===== src/noc_pkg.sv =====
package noc_pkg;

	// one byte on the link
	typedef logic [7:0] byte_t;

	// node id, used for destination and source
	typedef logic [7:0] node_id_t;

	// device side data word
	typedef logic [63:0] word_t;

	// data length in bytes, 1 to 128
	typedef logic [7:0] len_t;

	// queued write response
	// byte 0 command, byte 1 dest, byte 2 src, byte 3 accepted length
	typedef logic [31:0] wresp_t;

	// header command field, bits 2:0
	typedef enum logic [2:0] {
		cmd_nop = 3'd0,
		cmd_read = 3'd1,
		cmd_write = 3'd2,
		cmd_read_resp = 3'd3,
		cmd_write_resp = 3'd4,
		cmd_message = 3'd5,
		cmd_reserved_6 = 3'd6,
		cmd_reserved_7 = 3'd7
	} noc_cmd_e;

	// bytes per device word
	localparam int word_bytes = 8;

	// pushed words per firstin group
	localparam int frame_words = 25;

	// write response queue entries
	localparam int resp_fifo_depth = 4;

	// error code in bits 7:6 of the write response command
	localparam logic [1:0] err_dropped = 2'b01;

endpackage


===== src/resp_fifo.sv =====
`timescale 1ns/1ps

module resp_fifo #(
	parameter int depth = noc_pkg::resp_fifo_depth
) (
	input logic clk,
	input logic reset,
	input logic push,
	input noc_pkg::wresp_t push_entry,
	input logic pop,
	output noc_pkg::wresp_t head,
	output logic empty,
	output logic full
);
	import noc_pkg::*;

	wresp_t mem [depth];
	logic [$clog2(depth)-1:0] wr_ptr;
	logic [$clog2(depth)-1:0] rd_ptr;
	logic [$clog2(depth+1)-1:0] count;
	logic do_push;
	logic do_pop;

	assign empty = count == '0;
	assign full = count == ($clog2(depth+1))'(depth);
	assign head = mem[rd_ptr];

	assign do_push = push && !full;
	assign do_pop = pop && !empty;

	always_ff @(posedge clk or posedge reset) begin
		if (reset) begin
			wr_ptr <= '0;
			rd_ptr <= '0;
			count <= '0;
		end else begin
			if (do_push) begin
				wr_ptr <= (wr_ptr == ($clog2(depth))'(depth - 1)) ? '0 : wr_ptr + 1'b1;
			end
			if (do_pop) begin
				rd_ptr <= (rd_ptr == ($clog2(depth))'(depth - 1)) ? '0 : rd_ptr + 1'b1;
			end
			// push and pop together leave the count alone
			if (do_push && !do_pop) begin
				count <= count + 1'b1;
			end else if (do_pop && !do_push) begin
				count <= count - 1'b1;
			end
		end
	end

	always_ff @(posedge clk) begin
		if (do_push) begin
			mem[wr_ptr] <= push_entry;
		end
	end

endmodule


===== src/write_packer.sv =====
`timescale 1ns/1ps

module write_packer (
	input logic clk,
	input logic reset,
	input logic data_valid,
	input noc_pkg::byte_t data_byte,
	input logic data_last,
	input logic packet_start,
	input logic stopin,
	output logic pushin,
	output logic firstin,
	output noc_pkg::word_t din,
	output noc_pkg::len_t acc_len,
	output logic drop_err
);
	import noc_pkg::*;

	// byte slot for the next data byte
	logic [$clog2(word_bytes)-1:0] byte_idx;
	word_t asm_r;
	word_t asm_next;
	logic word_done;

	// completed word waiting for its push cycle
	logic pend;
	logic [$clog2(word_bytes):0] pend_cnt;

	// position inside the firstin group
	logic [$clog2(frame_words)-1:0] word_cnt;

	len_t acc_r;
	logic err_r;

	// first byte of a word lands in bits 7:0, unused upper bytes stay zero
	always_comb begin
		asm_next = (byte_idx == '0) ? '0 : asm_r;
		asm_next[byte_idx*8 +: 8] = data_byte;
	end

	assign word_done = data_valid &&
		(byte_idx == ($clog2(word_bytes))'(word_bytes - 1) || data_last);

	// word is lost when the device is not ready in the push cycle
	assign pushin = pend && !stopin;
	assign firstin = pushin && word_cnt == '0;

	// include the word in flight so the totals are final right after data_last
	assign acc_len = acc_r + (pushin ? len_t'(pend_cnt) : '0);
	assign drop_err = err_r || (pend && stopin);

	always_ff @(posedge clk or posedge reset) begin
		if (reset) begin
			byte_idx <= '0;
			pend <= 1'b0;
			pend_cnt <= '0;
			word_cnt <= '0;
			acc_r <= '0;
			err_r <= 1'b0;
		end else begin
			pend <= word_done;
			if (packet_start) begin
				byte_idx <= '0;
			end else if (word_done) begin
				byte_idx <= '0;
				pend_cnt <= {1'b0, byte_idx} + 1'b1;
			end else if (data_valid) begin
				byte_idx <= byte_idx + 1'b1;
			end
			// group count runs since reset, across packets
			if (pushin) begin
				if (word_cnt == ($clog2(frame_words))'(frame_words - 1)) begin
					word_cnt <= '0;
				end else begin
					word_cnt <= word_cnt + 1'b1;
				end
			end
			if (packet_start) begin
				acc_r <= '0;
				err_r <= 1'b0;
			end else begin
				acc_r <= acc_len;
				err_r <= drop_err;
			end
		end
	end

	always_ff @(posedge clk) begin
		if (data_valid) begin
			asm_r <= asm_next;
		end
		if (word_done) begin
			din <= asm_next;
		end
	end

endmodule


===== src/noc_control.sv =====
`timescale 1ns/1ps

module noc_control (
	input logic clk,
	input logic reset,
	input logic tod_ctl,
	input noc_pkg::byte_t tod_data,
	// byte stream to the packer
	output logic data_valid,
	output noc_pkg::byte_t data_byte,
	output logic data_last,
	output logic packet_start,
	input noc_pkg::len_t acc_len,
	input logic drop_err,
	// write response queue
	output logic push,
	output noc_pkg::wresp_t push_entry,
	input logic full,
	// pending read
	output logic rd_valid,
	input logic rd_ready,
	output noc_pkg::node_id_t rd_dest,
	output noc_pkg::node_id_t rd_src,
	output noc_pkg::len_t rd_dlen
);
	import noc_pkg::*;

	typedef enum logic [2:0] {
		st_idle,
		st_dest,
		st_src,
		st_addr,
		st_data
	} ctl_state_e;

	ctl_state_e state;

	// header fields, only meaningful while tod_ctl is high
	noc_cmd_e hdr_cmd;
	logic [1:0] hdr_alen;
	logic [2:0] hdr_dlen;
	logic hdr_take;

	// per packet context
	logic is_write;
	logic [2:0] addr_top;
	logic [2:0] addr_cnt;
	len_t dlen;
	len_t data_cnt;
	node_id_t dest_r;
	node_id_t src_r;

	// end of address phase of a read
	logic rd_set;
	// last data byte was taken last cycle
	logic wr_done;
	byte_t resp_cmd;

	assign hdr_cmd = noc_cmd_e'(tod_data[2:0]);
	assign hdr_alen = tod_data[7:6];
	assign hdr_dlen = tod_data[5:3];

	// read header is dropped while the previous read still waits
	assign hdr_take = tod_ctl &&
		(hdr_cmd == cmd_write || (hdr_cmd == cmd_read && !rd_valid));

	assign packet_start = tod_ctl && hdr_cmd == cmd_write;

	assign data_valid = state == st_data && !tod_ctl;
	assign data_byte = tod_data;
	assign data_last = data_valid && data_cnt == len_t'(dlen - 8'd1);

	assign rd_set = state == st_addr && !tod_ctl && addr_cnt == addr_top && !is_write;

	// response goes out one cycle after the last byte, lost when the queue is full
	assign push = wr_done && !full;
	assign resp_cmd = {drop_err ? err_dropped : 2'b00, 3'b000, cmd_write_resp};
	assign push_entry = {acc_len, src_r, dest_r, resp_cmd};

	always_ff @(posedge clk or posedge reset) begin
		if (reset) begin
			state <= st_idle;
			is_write <= 1'b0;
			addr_top <= '0;
			addr_cnt <= '0;
			dlen <= '0;
			data_cnt <= '0;
			wr_done <= 1'b0;
			rd_valid <= 1'b0;
		end else begin
			wr_done <= data_last;
			if (rd_valid && rd_ready) begin
				rd_valid <= 1'b0;
			end
			if (rd_set) begin
				rd_valid <= 1'b1;
			end
			if (tod_ctl) begin
				// any header abandons the packet in progress
				if (hdr_take) begin
					state <= st_dest;
					is_write <= hdr_cmd == cmd_write;
					addr_top <= 3'((4'd1 << hdr_alen) - 4'd1);
					dlen <= len_t'(8'd1 << hdr_dlen);
					addr_cnt <= '0;
					data_cnt <= '0;
				end else begin
					state <= st_idle;
				end
			end else begin
				case (state)
					st_dest: state <= st_src;
					st_src: state <= st_addr;
					st_addr: begin
						if (addr_cnt == addr_top) begin
							// reads carry no data bytes
							state <= is_write ? st_data : st_idle;
						end else begin
							addr_cnt <= addr_cnt + 3'd1;
						end
					end
					st_data: begin
						if (data_last) begin
							state <= st_idle;
						end else begin
							data_cnt <= data_cnt + 8'd1;
						end
					end
					default: state <= st_idle;
				endcase
			end
		end
	end

	// ids and the read request payload
	always_ff @(posedge clk) begin
		if (state == st_dest && !tod_ctl) begin
			dest_r <= tod_data;
		end
		if (state == st_src && !tod_ctl) begin
			src_r <= tod_data;
		end
		// held while rd_valid is up, since a new read cannot start then
		if (rd_set) begin
			rd_dest <= dest_r;
			rd_src <= src_r;
			rd_dlen <= dlen;
		end
	end

endmodule


===== src/resp_serializer.sv =====
`timescale 1ns/1ps

module resp_serializer (
	input logic clk,
	input logic reset,
	// write response queue
	input logic empty,
	input noc_pkg::wresp_t head,
	output logic pop,
	// pending read
	input logic rd_valid,
	output logic rd_ready,
	input noc_pkg::node_id_t rd_dest,
	input noc_pkg::node_id_t rd_src,
	input noc_pkg::len_t rd_dlen,
	// device read side
	input logic pushout,
	input noc_pkg::word_t dout,
	output logic stopout,
	// outgoing link
	output logic frm_ctl,
	output noc_pkg::byte_t frm_data
);
	import noc_pkg::*;

	typedef enum logic [2:0] {
		s_idle,
		s_fetch,
		s_cmd,
		s_dest,
		s_src,
		s_len,
		s_data
	} ser_state_e;

	ser_state_e state;

	// current job
	logic job_rd;
	byte_t job_cmd;
	node_id_t job_dest;
	node_id_t job_src;
	len_t job_len;

	// read data path
	word_t word_r;
	len_t cnt;
	logic [$clog2(word_bytes)-1:0] bidx;
	logic take;
	logic more_words;
	logic fetch_next;

	// only start new jobs from idle, reads go first
	assign rd_ready = state == s_idle;
	assign pop = state == s_idle && !rd_valid && !empty;

	assign take = !stopout && pushout;
	assign bidx = cnt[$clog2(word_bytes)-1:0];

	// bytes left after the current word
	assign more_words = ({1'b0, cnt} + 9'd2) < {1'b0, job_len};
	// ask one cycle early so the word is taken with the last byte
	assign fetch_next = state == s_data &&
		bidx == ($clog2(word_bytes))'(word_bytes - 2) && more_words;

	always_ff @(posedge clk or posedge reset) begin
		if (reset) begin
			state <= s_idle;
			job_rd <= 1'b0;
			cnt <= '0;
			stopout <= 1'b1;
			frm_ctl <= 1'b1;
			frm_data <= '0;
		end else begin
			if (take) begin
				stopout <= 1'b1;
			end else if ((rd_valid && rd_ready) || fetch_next) begin
				stopout <= 1'b0;
			end
			case (state)
				s_idle: begin
					frm_ctl <= 1'b1;
					frm_data <= '0;
					cnt <= '0;
					if (rd_valid) begin
						job_rd <= 1'b1;
						state <= s_fetch;
					end else if (!empty) begin
						job_rd <= 1'b0;
						state <= s_cmd;
					end
				end
				s_fetch: begin
					// link stays idle until the first word is here
					if (take) begin
						state <= s_cmd;
					end
				end
				s_cmd: begin
					frm_ctl <= 1'b1;
					frm_data <= job_cmd;
					state <= s_dest;
				end
				s_dest: begin
					frm_ctl <= 1'b0;
					frm_data <= job_dest;
					state <= s_src;
				end
				s_src: begin
					frm_data <= job_src;
					state <= s_len;
				end
				s_len: begin
					frm_data <= job_len;
					// write response ends with its length byte
					state <= job_rd ? s_data : s_idle;
				end
				s_data: begin
					// low byte first
					frm_data <= word_r[bidx*8 +: 8];
					if (cnt == len_t'(job_len - 8'd1)) begin
						state <= s_idle;
					end else begin
						cnt <= cnt + 8'd1;
					end
				end
				default: state <= s_idle;
			endcase
		end
	end

	always_ff @(posedge clk) begin
		if (rd_valid && rd_ready) begin
			job_cmd <= {5'b00000, cmd_read_resp};
			job_dest <= rd_dest;
			job_src <= rd_src;
			job_len <= rd_dlen;
		end else if (pop) begin
			job_cmd <= head[7:0];
			job_dest <= head[15:8];
			job_src <= head[23:16];
			job_len <= head[31:24];
		end
		if (take) begin
			word_r <= dout;
		end
	end

endmodule


===== src/noc_intf.sv =====
`timescale 1ns/1ps

module noc_intf (
	input logic clk,
	input logic reset,
	// incoming link
	input logic tod_ctl,
	input noc_pkg::byte_t tod_data,
	// outgoing link
	output logic frm_ctl,
	output noc_pkg::byte_t frm_data,
	// device write side
	output logic pushin,
	output logic firstin,
	output noc_pkg::word_t din,
	input logic stopin,
	// device read side
	input logic pushout,
	input noc_pkg::word_t dout,
	output logic stopout
);
	import noc_pkg::*;

	// control to packer
	logic data_valid;
	byte_t data_byte;
	logic data_last;
	logic packet_start;

	// packer back to control
	len_t acc_len;
	logic drop_err;

	// write response queue
	logic push;
	wresp_t push_entry;
	logic full;
	logic pop;
	wresp_t head;
	logic empty;

	// pending read hand-off
	logic rd_valid;
	logic rd_ready;
	node_id_t rd_dest;
	node_id_t rd_src;
	len_t rd_dlen;

	noc_control u_control (
		.clk(clk),
		.reset(reset),
		.tod_ctl(tod_ctl),
		.tod_data(tod_data),
		.data_valid(data_valid),
		.data_byte(data_byte),
		.data_last(data_last),
		.packet_start(packet_start),
		.acc_len(acc_len),
		.drop_err(drop_err),
		.push(push),
		.push_entry(push_entry),
		.full(full),
		.rd_valid(rd_valid),
		.rd_ready(rd_ready),
		.rd_dest(rd_dest),
		.rd_src(rd_src),
		.rd_dlen(rd_dlen)
	);

	write_packer u_packer (
		.clk(clk),
		.reset(reset),
		.data_valid(data_valid),
		.data_byte(data_byte),
		.data_last(data_last),
		.packet_start(packet_start),
		.stopin(stopin),
		.pushin(pushin),
		.firstin(firstin),
		.din(din),
		.acc_len(acc_len),
		.drop_err(drop_err)
	);

	resp_fifo u_fifo (
		.clk(clk),
		.reset(reset),
		.push(push),
		.push_entry(push_entry),
		.pop(pop),
		.head(head),
		.empty(empty),
		.full(full)
	);

	resp_serializer u_serializer (
		.clk(clk),
		.reset(reset),
		.empty(empty),
		.head(head),
		.pop(pop),
		.rd_valid(rd_valid),
		.rd_ready(rd_ready),
		.rd_dest(rd_dest),
		.rd_src(rd_src),
		.rd_dlen(rd_dlen),
		.pushout(pushout),
		.dout(dout),
		.stopout(stopout),
		.frm_ctl(frm_ctl),
		.frm_data(frm_data)
	);

endmodule


===== config.mk =====
export PLATFORM = sky130hd
export DESIGN_NAME = noc_intf
export DESIGN_NICKNAME = d
export VERILOG_FILES = /design/src/noc_pkg.sv /design/src/resp_fifo.sv /design/src/write_packer.sv /design/src/noc_control.sv /design/src/resp_serializer.sv /design/src/noc_intf.sv
export SDC_FILE = /design/constraint.sdc
export NUM_CORES = 1
export LEC_CHECK = 0
export BUFFER_PORTS_ARGS = -buffer_cell sky130_fd_sc_hd__buf_2
export CAP_MARGIN = 5
export CORE_MARGIN = 1.5
export CORE_UTILIZATION = 30
export CTS_BUF_LIST = sky130_fd_sc_hd__clkbuf_2
export CTS_CLUSTER_DIAMETER = 40
export DETAILED_ROUTE_END_ITERATION = 8
export SYNTH_ARGS = -nofsm -noshare
export SYNTH_HDL_FRONTEND = slang
export SYNTH_SLANG_ARGS = --single-unit

===== constraint.sdc =====
create_clock -name clk -period 4.45 [get_ports clk]
set_input_delay 0.2225 -clock clk [delete_from_list [all_inputs] [get_ports clk]]
set_output_delay 0.2225 -clock clk [all_outputs]
set_load 0.005 [all_outputs]

==> results of run 1 <==
## power groups by stage
stage / sequential [mW] / clock, mW / combinational (mW)
floorplan: 5.00 / 0 / 1.26
detailed placement: 5.14 / 0 / 1.63
CTS: 5.05 / 2.81 / 1.74
global route: 5.09 / 3.03 / 1.91
global placement: 5.13 / 0 / 1.60
finish: 5.05 / 2.72 / 1.73
## registers in the layout (all words and copies together), names as in the netlist, 4 cells and up
name	count
u_control.data_cnt	8
u_control.dest_r	8
u_control.dlen	8
u_control.rd_dest	8
u_control.rd_dlen	8
u_control.rd_src	8
u_control.src_r	8
u_fifo.mem	100
u_packer.acc_r	8
u_packer.asm_r	64
u_packer.din	64
u_packer.pend_cnt	4
u_packer.word_cnt	5
u_serializer.cnt	8
u_serializer.frm_data	8
u_serializer.job_dest	8
u_serializer.job_len	8
u_serializer.job_src	8
u_serializer.word_r	64
## logic make-up after synthesis
family | count (synthesis) | synth area share
compound gates | 174 | 0.0643
xor+xnor | 40 | 0.0195
fa+ha+maj | 33 | 0.0238
buf+inv | 103 | 0.0220
flops | 438 | 0.708
mux | 78 | 0.0723
simple gates | 354 | 0.0906
## worst max path at each step
| stage | start | endpoint | slack [ns] | cells past startpoint |
|---|---|---|---|---|
| 4_1_cts | u_control.dlen[0]$_DFFE_PP0P_ | u_packer.din[59]$_DFFE_PP_ | 1.13 | 10 |
| 5_1_grt | u_control.dlen[0]$_DFFE_PP0P_ | u_packer.din[59]$_DFFE_PP_ | 0.87 | 10 |
| 2_1_floorplan | u_serializer.stopout$_DFFE_PP1P_ | u_serializer.state[1]$_DFFE_PP0P_ | 0.33 | 4 |
| 6_report | u_control.dlen[2]$_DFFE_PP0P_ | u_packer.din[59]$_DFFE_PP_ | 1.15 | 9 |
| 3_3_place_gp | u_control.dlen[0]$_DFFE_PP0P_ | u_packer.din[41]$_DFFE_PP_ | 1.25 | 10 |
| 3_5_place_dp | u_control.dlen[0]$_DFFE_PP0P_ | u_packer.din[46]$_DFFE_PP_ | 1.26 | 10 |
## per-stage QoR
| step | setup WS, ns | area, µm² | util | hold WS [ns] | power (mW) |
|---|---|---|---|---|---|
| after global placement | 1.25 | 19700 | 0.333 | 0.381 | 6.73 |
| after floorplan | 0.334 | 18000 | - | 0.319 | 6.26 |
| after global routing | 0.873 | 22100 | 0.374 | 0.0566 | 10.0 |
| final | 1.15 | 22100 | 0.374 | 0.158 | 9.50 |
| after CTS | 1.13 | 22100 | 0.374 | 0.0261 | 9.60 |
| after detailed placement | 1.26 | 19700 | 0.333 | 0.381 | 6.77 |
## cell usage in the layout (no fill, tap or decap), drive strengths merged, types with 41 or more instances in the layout
cell type	instances
o21ai	53
buf	169
a21oi	44
clkinv	43
clkbuf	148
nor2	78
nand3	52
edfxtp	356
dfrtp	77
dlygate4sd3	144
nand2	143
inv	42
mux4	41
## routing by layer
layer  routed length (µm)  track usage  share of wire
met5                    0            0              0
met4                  787       0.0424          0.018
met3                 3880       0.0513          0.089
met2                20000        0.227           0.46
met1                19000        0.181           0.44
## worst max-delay path: cells and delay by family, from the launching register on
family | cells | cell delay, ns
AND/OR/NAND/NOR | 3 | 0.73
buffers and inverters | 3 | 1.06
AO/OA/AOI/OAI | 2 | 0.44
XOR/XNOR | 1 | 0.20
flip-flops | 1 | 0.48
## Yosys cell counts, drive strengths merged, types with 4 or more instances
library cell / instances / area [µm²]
a21o: 7 / 52.6
a21oi: 44 / 224
a22o: 10 / 87.6
a31oi: 5 / 31.3
and2: 8 / 50.1
buf: 11 / 50.1
clkbuf: 49 / 185
dfrtp: 77 / 1930
edfxtp: 356 / 10700
ha: 31 / 388
inv: 41 / 154
mux2: 6 / 67.6
mux2i: 31 / 310
mux4: 41 / 923
nand2: 143 / 537
nand2b: 9 / 56.3
nand3: 52 / 260
nand3b: 5 / 37.5
nand4: 10 / 62.6
nor2: 78 / 293
nor2b: 21 / 131
nor3: 8 / 45.0
nor4: 4 / 37.5
nor4b: 4 / 35.0
o211ai: 9 / 67.6
o21ai: 53 / 269
o221ai: 5 / 43.8
o31ai: 7 / 52.6
o41ai: 7 / 61.3
or3: 4 / 25.0
xnor2: 23 / 201
xor2: 17 / 149
## cell type report
cell class	instances	share of cell area
sequential	438	0.576
multi-input combinational	679	0.222
timing repair buffer	313	0.106
tap	773	0.0437
clock buffer	148	0.0335
clock inverter	46	0.0122
inverter	43	0.00735
antenna	1	0.000113
==> impl_metrics.json, run 1 <==
{
  "status": "complete, but fails checks",
  "violations": "design-rule violations",
  "clock.fmax_ghz": 0.303,
  "hold_violations": 0,
  "required_ns": 5.12,
  "core_area_um2": 59100,
  "min_period_ns": 3.30,
  "holdPathStages": 2,
  "critPathMaxStageDelay_ns": 0.48,
  "max-cap-violations": 0,
  "gr-total-overflow": 0,
  "final_max_slew_viol_count": 0,
  "grt_pass1_vias": 12000,
  "place.detailed.hpwl_um": 26600,
  "ys_types": 68,
  "avgSynthCellArea_um2": 14.7,
  "rrSetupSlack_ns": 1.15,
  "start_util": 0.304,
  "instances_no_fill": 2441,
  "drcViolationCount": 17,
  "cts.sink_count": 438,
  "grt_pass1_wl_um": 67300,
  "num_io_pins": 153,
  "cts-root-buf": "clkbuf_2",
  "ir_drop_uv": 192,
  "drtPass1Iterations": 7,
  "area_growth_pct": 22.9,
  "setup_viol": 0,
  "cp-start-kind": "flip-flop",
  "insertion_delay_ns": 1.04,
  "p_per_area_nw_per_um2": 430,
  "p_sw_mw": 2.85,
  "cts_buffers": 103,
  "cp_max_fo": 24,
  "path_class": "flip-flop to flip-flop",
  "ant_nets": 0,
  "multi_input_area_um2": 4900,
  "async_reset_ff_frac": 0.180,
  "yosysWarnings": 0,
  "ys_seq_area_frac": 0.708,
  "worst_path_most_repeated_cell": "buf_4",
  "tightestPinTransition_ns": 0.994,
  "syn_area_um2": 18000,
  "switching_share": 0.300,
  "rsz0062_at_grt": "no",
  "tns_ns": 0,
  "synthCells": 1220,
  "num_vias": 11500,
  "synth_edf_count": 356,
  "grt_usage": 0.142,
  "clk_pin_slew_ns": 0.12,
  "hold_buffers": 144,
  "slew_headroom": 0.336,
  "totalWireLength_um": 43700,
  "seq_power_share": 0.531,
  "cts.htree.levels": 3,
  "finClkSkew_ns": 0.0754,
  "routed_via_density": 4.69,
  "grt_max_degree": 73,
  "die_w_um": 248,
  "cts_tree": "built",
  "crit_path_end_kind": "flip-flop",
  "r2r_end": "u_packer.din[59]$_DFFE_PP_",
  "antenna_found_initial": 2,
  "post_cts_resized": 0,
  "hp-start": "tod_data[6]",
  "timing.rr.start": "u_control.dlen[2]$_DFFE_PP0P_",
  "fin_nets": 1688,
  "regArea_um2": 12700,
  "cts_setup_buffers": 0,
  "wl_per_cell_um": 17.9,
  "row_count": 89,
  "clockBufferDepth": 3,
  "die_area_um2": 61500,
  "final.fill_count": 5634,
  "final_layout_size_suffix_gt1_frac": 0.239,
  "synth_ff_type": "edfxtp_1",
  "worst_ep_arrival_time_ns": 3.97,
  "port_buffers": 152,
  "hold_class": "primary input to flip-flop",
  "p_comb_frac": 0.182,
  "clkPwrFrac": 0.287,
  "power.leakage_nw": 8.57,
  "syn-num-nets": 1330,
  "fin_crit_sh": 0.743,
  "hold_path_end": "u_control.src_r[6]$_DFFE_PP_",
  "die_h_um": 248,
  "gp_congestion": 0.797,
  "drt_iter0_drc": 897,
  "internal_power_mw": 6.66,
  "dp.cells": 2102,
  "slowest_stage": "dfrtp_1",
  "rr_worst_depth": 9,
  "crit_chain": "nor4_2, nand2_1, xnor2_1, nand3_1, a2111oi_4, buf_4, o21ai_2, inv_2, buf_4",
  "ys_seq_elements": 438
}
No activity file was read; power rests on OpenSTA's default activity.
==> run 2, diff against run 1 <==
- ABC_AREA: not set -> 1
- clock period: 4.45 -> 3.2 ns (I/O delays scaled with it)
==> run 2 against run 1 <==
  * The run now ends clean
  * Critical path type unchanged
  * Clock-buffer cell count up 1
  * Largest power group unchanged
  * Highest routed layer unchanged
  * Worst setup slack lost 0.48 ns
  * Global-route usage grew 0.66 points
  * Synthesized cell count is 25% higher
  * Final cell count rose by 14%
==> impl_metrics.json, run 2 <==
{
  "tightestPinTransition_ns": 1.01,
  "rsz0062_at_grt": "no",
  "final.fill_count": 5854,
  "clk_pin_slew_ns": 0.12,
  "avgSynthCellArea_um2": 11.9,
  "critPathMaxStageDelay_ns": 0.42,
  "regArea_um2": 12700,
  "grt_max_degree": 72,
  "largest_reg_flops": 100,
  "synthCells": 1531,
  "rr_worst_depth": 13,
  "synth_xor_xnor_area_share": 0.0193,
  "synth_edf_count": 356,
  "synth-compound-area-share": 0.0797,
  "insertion_delay_ns": 1.12,
  "startpoint": "u_control.dlen[0]$_DFFE_PP0P_",
  "setup_viol": 0,
  "hold_violations": 0,
  "final_layout_size_suffix_gt1_frac": 0.188,
  "gr-total-overflow": 0,
  "num_io_pins": 153,
  "cts-root-buf": "clkbuf_2",
  "num_vias": 13100,
  "yosys.area_share.adder": 0.0235,
  "hp-start": "tod_data[4]",
  "row_count": 90,
  "mostFrequentLayoutCells": "edfxtp_1 (356), nor2_1 (244), o21ai_0 (171)",
  "cts_tree": "built",
  "crit_path_end_kind": "flip-flop",
  "hold_class": "primary input to flip-flop",
  "cts_buffers": 107,
  "drcViolationCount": 0,
  "worst_ep_arrival_time_ns": 3.27,
  "antenna_found_initial": 1,
  "yosysWarnings": 0,
  "post_cts_resized": 0,
  "gp_congestion": 0.896,
  "die_h_um": 249,
  "r2r_end": "u_packer.din[60]$_DFFE_PP_",
  "cp_max_fo": 65,
  "tns_ns": 0,
  "wl_per_cell_um": 16.6,
  "totalWireLength_um": 46400,
  "cp-start-kind": "flip-flop",
  "holdPathStages": 5,
  "fin_nets": 2022,
  "fin_util": 0.375,
  "place.detailed.hpwl_um": 28000,
  "synth_top_family_by_area": "simple AND/OR/NAND/NOR gates",
  "hold_path_end": "u_control.dlen[4]$_DFFE_PP0P_",
  "place_area_um2": 19900,
  "final_area_um2": 22600,
  "start_util": 0.302,
  "slowest_stage": "dfrtp_1",
  "ir_drop_uv": 356,
  "ant_nets": 0,
  "status": "finished, final reports clean",
  "ys_seq_elements": 438,
  "synthMuxAreaShare": 0.000620,
  "yosysTopAreaCell": "edfxtp_1",
  "clock.fmax_ghz": 0.395,
  "die_area_um2": 62100,
  "clockBufferDepth": 3,
  "grt_pass1_wl_um": 73400,
  "fin_crit_sh": 0.791,
  "rrSetupSlack_ns": 0.67,
  "required_ns": 3.94,
  "ys_seq_area_frac": 0.700,
  "min_period_ns": 2.53,
  "crit_chain": "inv_1, ha_1, nand2_1, nor2_1, nand3_1, nand3_1, nand2_1, nor2_1, nand2_4, nand2_4, nand2_2, clkinvlp_4, buf_12",
  "slew_headroom": 0.326,
  "syn-num-nets": 1641,
  "drtPass1Iterations": 5,
  "finClkSkew_ns": 0.0874,
  "p_per_area_nw_per_um2": 633,
  "port_buffers": 152,
  "final_common_cell": "edfxtp_1",
  "synth_ff_type": "edfxtp_1",
  "grt_pass1_vias": 13300,
  "synth_common_cells": "edfxtp_1 (356), nor2_1 (249), o21ai_0 (171), nand2_1 (154), nand3_1 (124)",
  "multi_input_area_um2": 4780,
  "cts.sink_count": 438,
  "grt_usage": 0.149,
  "max-cap-violations": 0,
  "power.leakage_nw": 8.74,
  "routed_via_density": 4.69,
  "synth_simple_gate_area_frac": 0.137,
  "yosys.area.top_type_share": 0.588,
  "syn_area_um2": 18200,
  "async_reset_ff_frac": 0.180,
  "core_area_um2": 60100,
  "timing.rr.start": "u_control.dlen[0]$_DFFE_PP0P_",
  "area_growth_pct": 24.2,
  "path_class": "flip-flop to flip-flop",
  "final_max_slew_viol_count": 0,
  "yosysMostFrequentCell": "edfxtp_1",
  "cts.htree.levels": 3,
  "regMostFlops": "u_fifo.mem",
  "ys_types": 46,
  "netlist_top_cells_area": "edfxtp_1 (59%), dfrtp_1 (11%), nor2_1 (5.1%), o21ai_0 (4.7%), nand3_1 (3.4%)",
  "drt_iter0_drc": 982,
  "die_w_um": 249
}
## run 2: cell types whose count changed after synthesis, sizes merged, moves of 31 or more
cell,before,now
mux4,41,0
nand3,52,124
inv,41,119
a21oi,44,12
o21ai,53,173
mux2i,31,0
nor2,78,255
## run 2: layout make-up
cell class / count / area share
clock inverter: 55 / 0.0140
timing repair buffer: 330 / 0.113
multi-input combinational: 910 / 0.212
inverter: 125 / 0.0210
antenna: 1 / 0.000111
tap: 782 / 0.0434
clock buffer: 149 / 0.0330
sequential: 438 / 0.564
## run 2: worst max-delay path by stage
stage          slack, ns  cells after the start                      endpoint
5_1_grt             0.39                     13    u_packer.din[14]$_DFFE_PP_
3_3_place_gp        0.72                     13     u_packer.din[5]$_DFFE_PP_
6_report            0.67                     13    u_packer.din[60]$_DFFE_PP_
3_5_place_dp        0.64                      8  u_packer.asm_r[16]$_DFFE_PP_
4_1_cts             0.66                     13    u_packer.din[33]$_DFFE_PP_
2_1_floorplan      -1.20                      3     u_packer.din[0]$_DFFE_PP_
## run 2: stage by stage
| step | hold slack [ns] | setup WS (ns) | total power, mW | instances |
|---|---|---|---|---|
| 6_report | 0.145 | 0.667 | 14.3 | 2790 |
| 5_1_grt | 0.0931 | 0.391 | 15.2 | 2790 |
| 4_1_cts | 0.0145 | 0.658 | 14.4 | 2789 |
| 3_5_place_dp | 0.338 | 0.640 | 10.4 | 2428 |
| 3_3_place_gp | 0.339 | 0.725 | 10.3 | 2428 |
| 2_1_floorplan | 0.259 | -1.20 | 9.32 | 1531 |
## run 2: cell families after synthesis
logic type                 count (synthesis)
AOI/OAI and AO/OA                        255
and+or+nand+nor                          581
xor gates and xnor gates                  40
buffers and inverters                    183
muxes                                      1
adders and majority gates                 33
DFF                                      438
## run 2: where the power goes
group	switching, mW	internal (mW)	total, mW	leakage, nW
registers	0.352	6.81	7.16	4.32
logic	2.13	1.12	3.25	3.64
clock network	2.33	1.54	3.88	0.781
total	4.81	9.47	14.3	8.74
## run 2: what timing repair did
item,4_1_cts,5_1_grt
hold buffers,157,0
buffers inserted,0,0
hold endpoints to repair,526,0
## run 2: critical path: cells and delay by family (launching register included)
family / cells / cell delay (ns)
buffers and inverters: 3 / 0.60
and+or+nand+nor: 9 / 0.96
adders and majority gates: 1 / 0.23
DFF: 1 / 0.42
## run 2: metal layers
layer	wire length (µm)	GRT usage	vias up
met2	22100	0.246	472
met1	19700	0.184	6304
met5	0	0	-
li1	-	-	6248
met4	859	0.0481	0
met3	3700	0.0497	68
==> run 3, diff against run 2 <==
- ABC_AREA: 1 -> 0
- clock period: 3.2 -> 2.05 ns (I/O delays scaled with it)
==> run 3 against run 2 <==
  * The run now ends with design-rule violations, negative setup slack left
  * Combinational power up 56%
  * Via count down 8.5%
  * Routed wire length down 1.8%
  * Largest cell class unchanged
  * Largest power group unchanged
==> impl_metrics.json, run 3 (synthesized netlist as in run 1, its figures left out) <==
{
  "startpoint": "u_control.dlen[0]$_DFFE_PP0P_",
  "p_per_area_nw_per_um2": 892,
  "start_util": 0.304,
  "path_class": "flip-flop to flip-flop",
  "hp-start": "tod_data[6]",
  "power.leakage_nw": 9.54,
  "cts-root-buf": "clkbuf_2",
  "drtPass1Iterations": 7,
  "timing.rr.start": "u_control.dlen[0]$_DFFE_PP0P_",
  "final_max_slew_viol_count": 0,
  "grt_pass1_vias": 12700,
  "rsz0062_at_grt": "yes",
  "hold_violations": 0,
  "worst_slack_ns": -0.462,
  "drcViolationCount": 18,
  "row_count": 89,
  "cts_tree": "built",
  "antenna_cells": 0,
  "ant_nets": 0,
  "violations": "design-rule violations, negative setup slack",
  "power.total_mw": 21.7,
  "wl_per_cell_um": 17.5,
  "num_io_pins": 153,
  "finClkSkew_ns": 0.0954,
  "max-cap-violations": 0,
  "mostFrequentLayoutCells": "edfxtp_1 (356), dlygate4sd3_1 (157), clkbuf_2 (153)",
  "place_ws_ns": -0.508,
  "gr-total-overflow": 0,
  "hold_class": "primary input to flip-flop",
  "routed_via_density": 4.62,
  "cts.htree.levels": 3,
  "die_h_um": 248,
  "min_period_ns": 2.51,
  "cts.sink_count": 438,
  "grt_usage": 0.148,
  "worst_ep_arrival_time_ns": 3.34,
  "antenna_found_initial": 1,
  "crit_path_end_kind": "flip-flop",
  "die_w_um": 248,
  "area_growth_pct": 35.5,
  "insertion_delay_ns": 1.13,
  "grt_max_degree": 80,
  "setup_viol": 113,
  "fin_nets": 1845,
  "final_layout_size_suffix_gt1_frac": 0.344,
  "cp_max_fo": 5,
  "num_vias": 12000,
  "clk_pin_slew_ns": 0.11,
  "required_ns": 2.88,
  "gp_congestion": 0.806,
  "port_buffers": 152,
  "core_area_um2": 59100,
  "drt_iter0_drc": 668,
  "tightestPinTransition_ns": 0.619,
  "cts_buffers": 107,
  "clock.fmax_ghz": 0.398,
  "worst_path_most_repeated_cell": "buf_12",
  "critPathMaxStageDelay_ns": 0.44,
  "fin_crit_sh": 1.23,
  "largest_reg_flops": 100,
  "crit_buf_inv": 4,
  "place.detailed.hpwl_um": 27100,
  "final_common_cell": "edfxtp_1",
  "die_area_um2": 61500,
  "totalWireLength_um": 45500,
  "slowest_stage": "dfrtp_1",
  "crit_chain": "or2_4, xnor2_2, nand4_1, a21o_1, a2111oi_4, o21ai_2, clkinvlp_4, buf_12, buf_12, buf_16",
  "regMostFlops": "u_fifo.mem",
  "grt_pass1_wl_um": 70000,
  "status": "complete, but fails checks",
  "tns_ns": -33.60,
  "ir_drop_uv": 463,
  "final.fill_count": 5419,
  "slew_headroom": 0.586,
  "clockBufferDepth": 3,
  "cp-start-kind": "flip-flop",
  "critPathTopFamily": "compound AO/OA/AOI/OAI gates"
}
-- run 3: changes by cell type in the layout (fill, tap and decap cells not counted), sizes merged, moves of 31 or more --
cell	before	now
mux4	0	41
nand3	124	52
a21oi	12	44
inv	120	41
nor2	255	78
buf	173	308
o21ai	173	53
mux2i	0	31
-- run 3: final timing paths --
kind,end,slack [ns],cells past startpoint
setup reg to reg,u_packer.din[55]$_DFFE_PP_,-0.46,10
hold reg to reg,u_serializer.job_cmd[2]$_SDFFE_PP0P_,0.45,2
hold / removal,u_control.addr_top[0]$_DFFE_PP0P_,0.16,4
min in group asynchronous,u_serializer.cnt[2]$_DFFE_PP0P_,0.26,5
setup / recovery,u_packer.din[55]$_DFFE_PP_,-0.46,10
max in group asynchronous,u_control.addr_cnt[2]$_DFFE_PP0P_,1.39,5
-- run 3: final cells by class --
cell class | count | area [µm²] | area share
clock buffers | 153 | 766 | 0.0314
clock inverters | 42 | 265 | 0.0109
inverters | 43 | 171 | 0.00703
multi-input cells | 680 | 5520 | 0.227
flip-flops and latches | 438 | 12700 | 0.522
well taps | 773 | 967 | 0.0397
repair buffers | 465 | 3950 | 0.162
-- run 3: worst min-delay path, stage by stage --
cell and delay [ns]:
dlygate4sd3_1 0.53, buf_2 0.16, inv_1 0.20, a31oi_1 0.18
-- run 3: metrics by stage --
| step | instance area, µm² | instances | utilization | hold slack, ns |
|---|---|---|---|---|
| finish | 24400 | 2594 | 0.412 | 0.156 |
| global route | 24400 | 2594 | 0.412 | 0.0360 |
| CTS | 24100 | 2582 | 0.407 | 0.00400 |
| detailed placement | 20700 | 2199 | 0.350 | 0.266 |
| global placement | 20700 | 2199 | 0.350 | 0.264 |
| floorplan | 18200 | 1220 | - | 0.199 |
-- run 3: report_power, final --
| group | switching [mW] | internal (mW) |
|---|---|---|
| registers | 0.339 | 10.3 |
| clock network | 3.62 | 2.34 |
| logic | 2.60 | 2.49 |
| total | 6.56 | 15.2 |
-- run 3: layer usage --
metal	up-vias	wire length (µm)	track usage
met3	86	3340	0.0414
met4	0	900	0.0492
met2	380	22000	0.247
li1	5658	-	-
met1	5855	19300	0.184
met5	-	0	0
-- run 3: what timing repair did --
item / CTS / global route
endpoints found under the setup margin: 136 / 184
gates resized for setup: 90 / 48
endpoints found under the hold margin: 562 / 0
hold buffers: 157 / 0
pin swaps: 28 / 28
cloned: 6 / 0
buffers inserted: 25 / 13
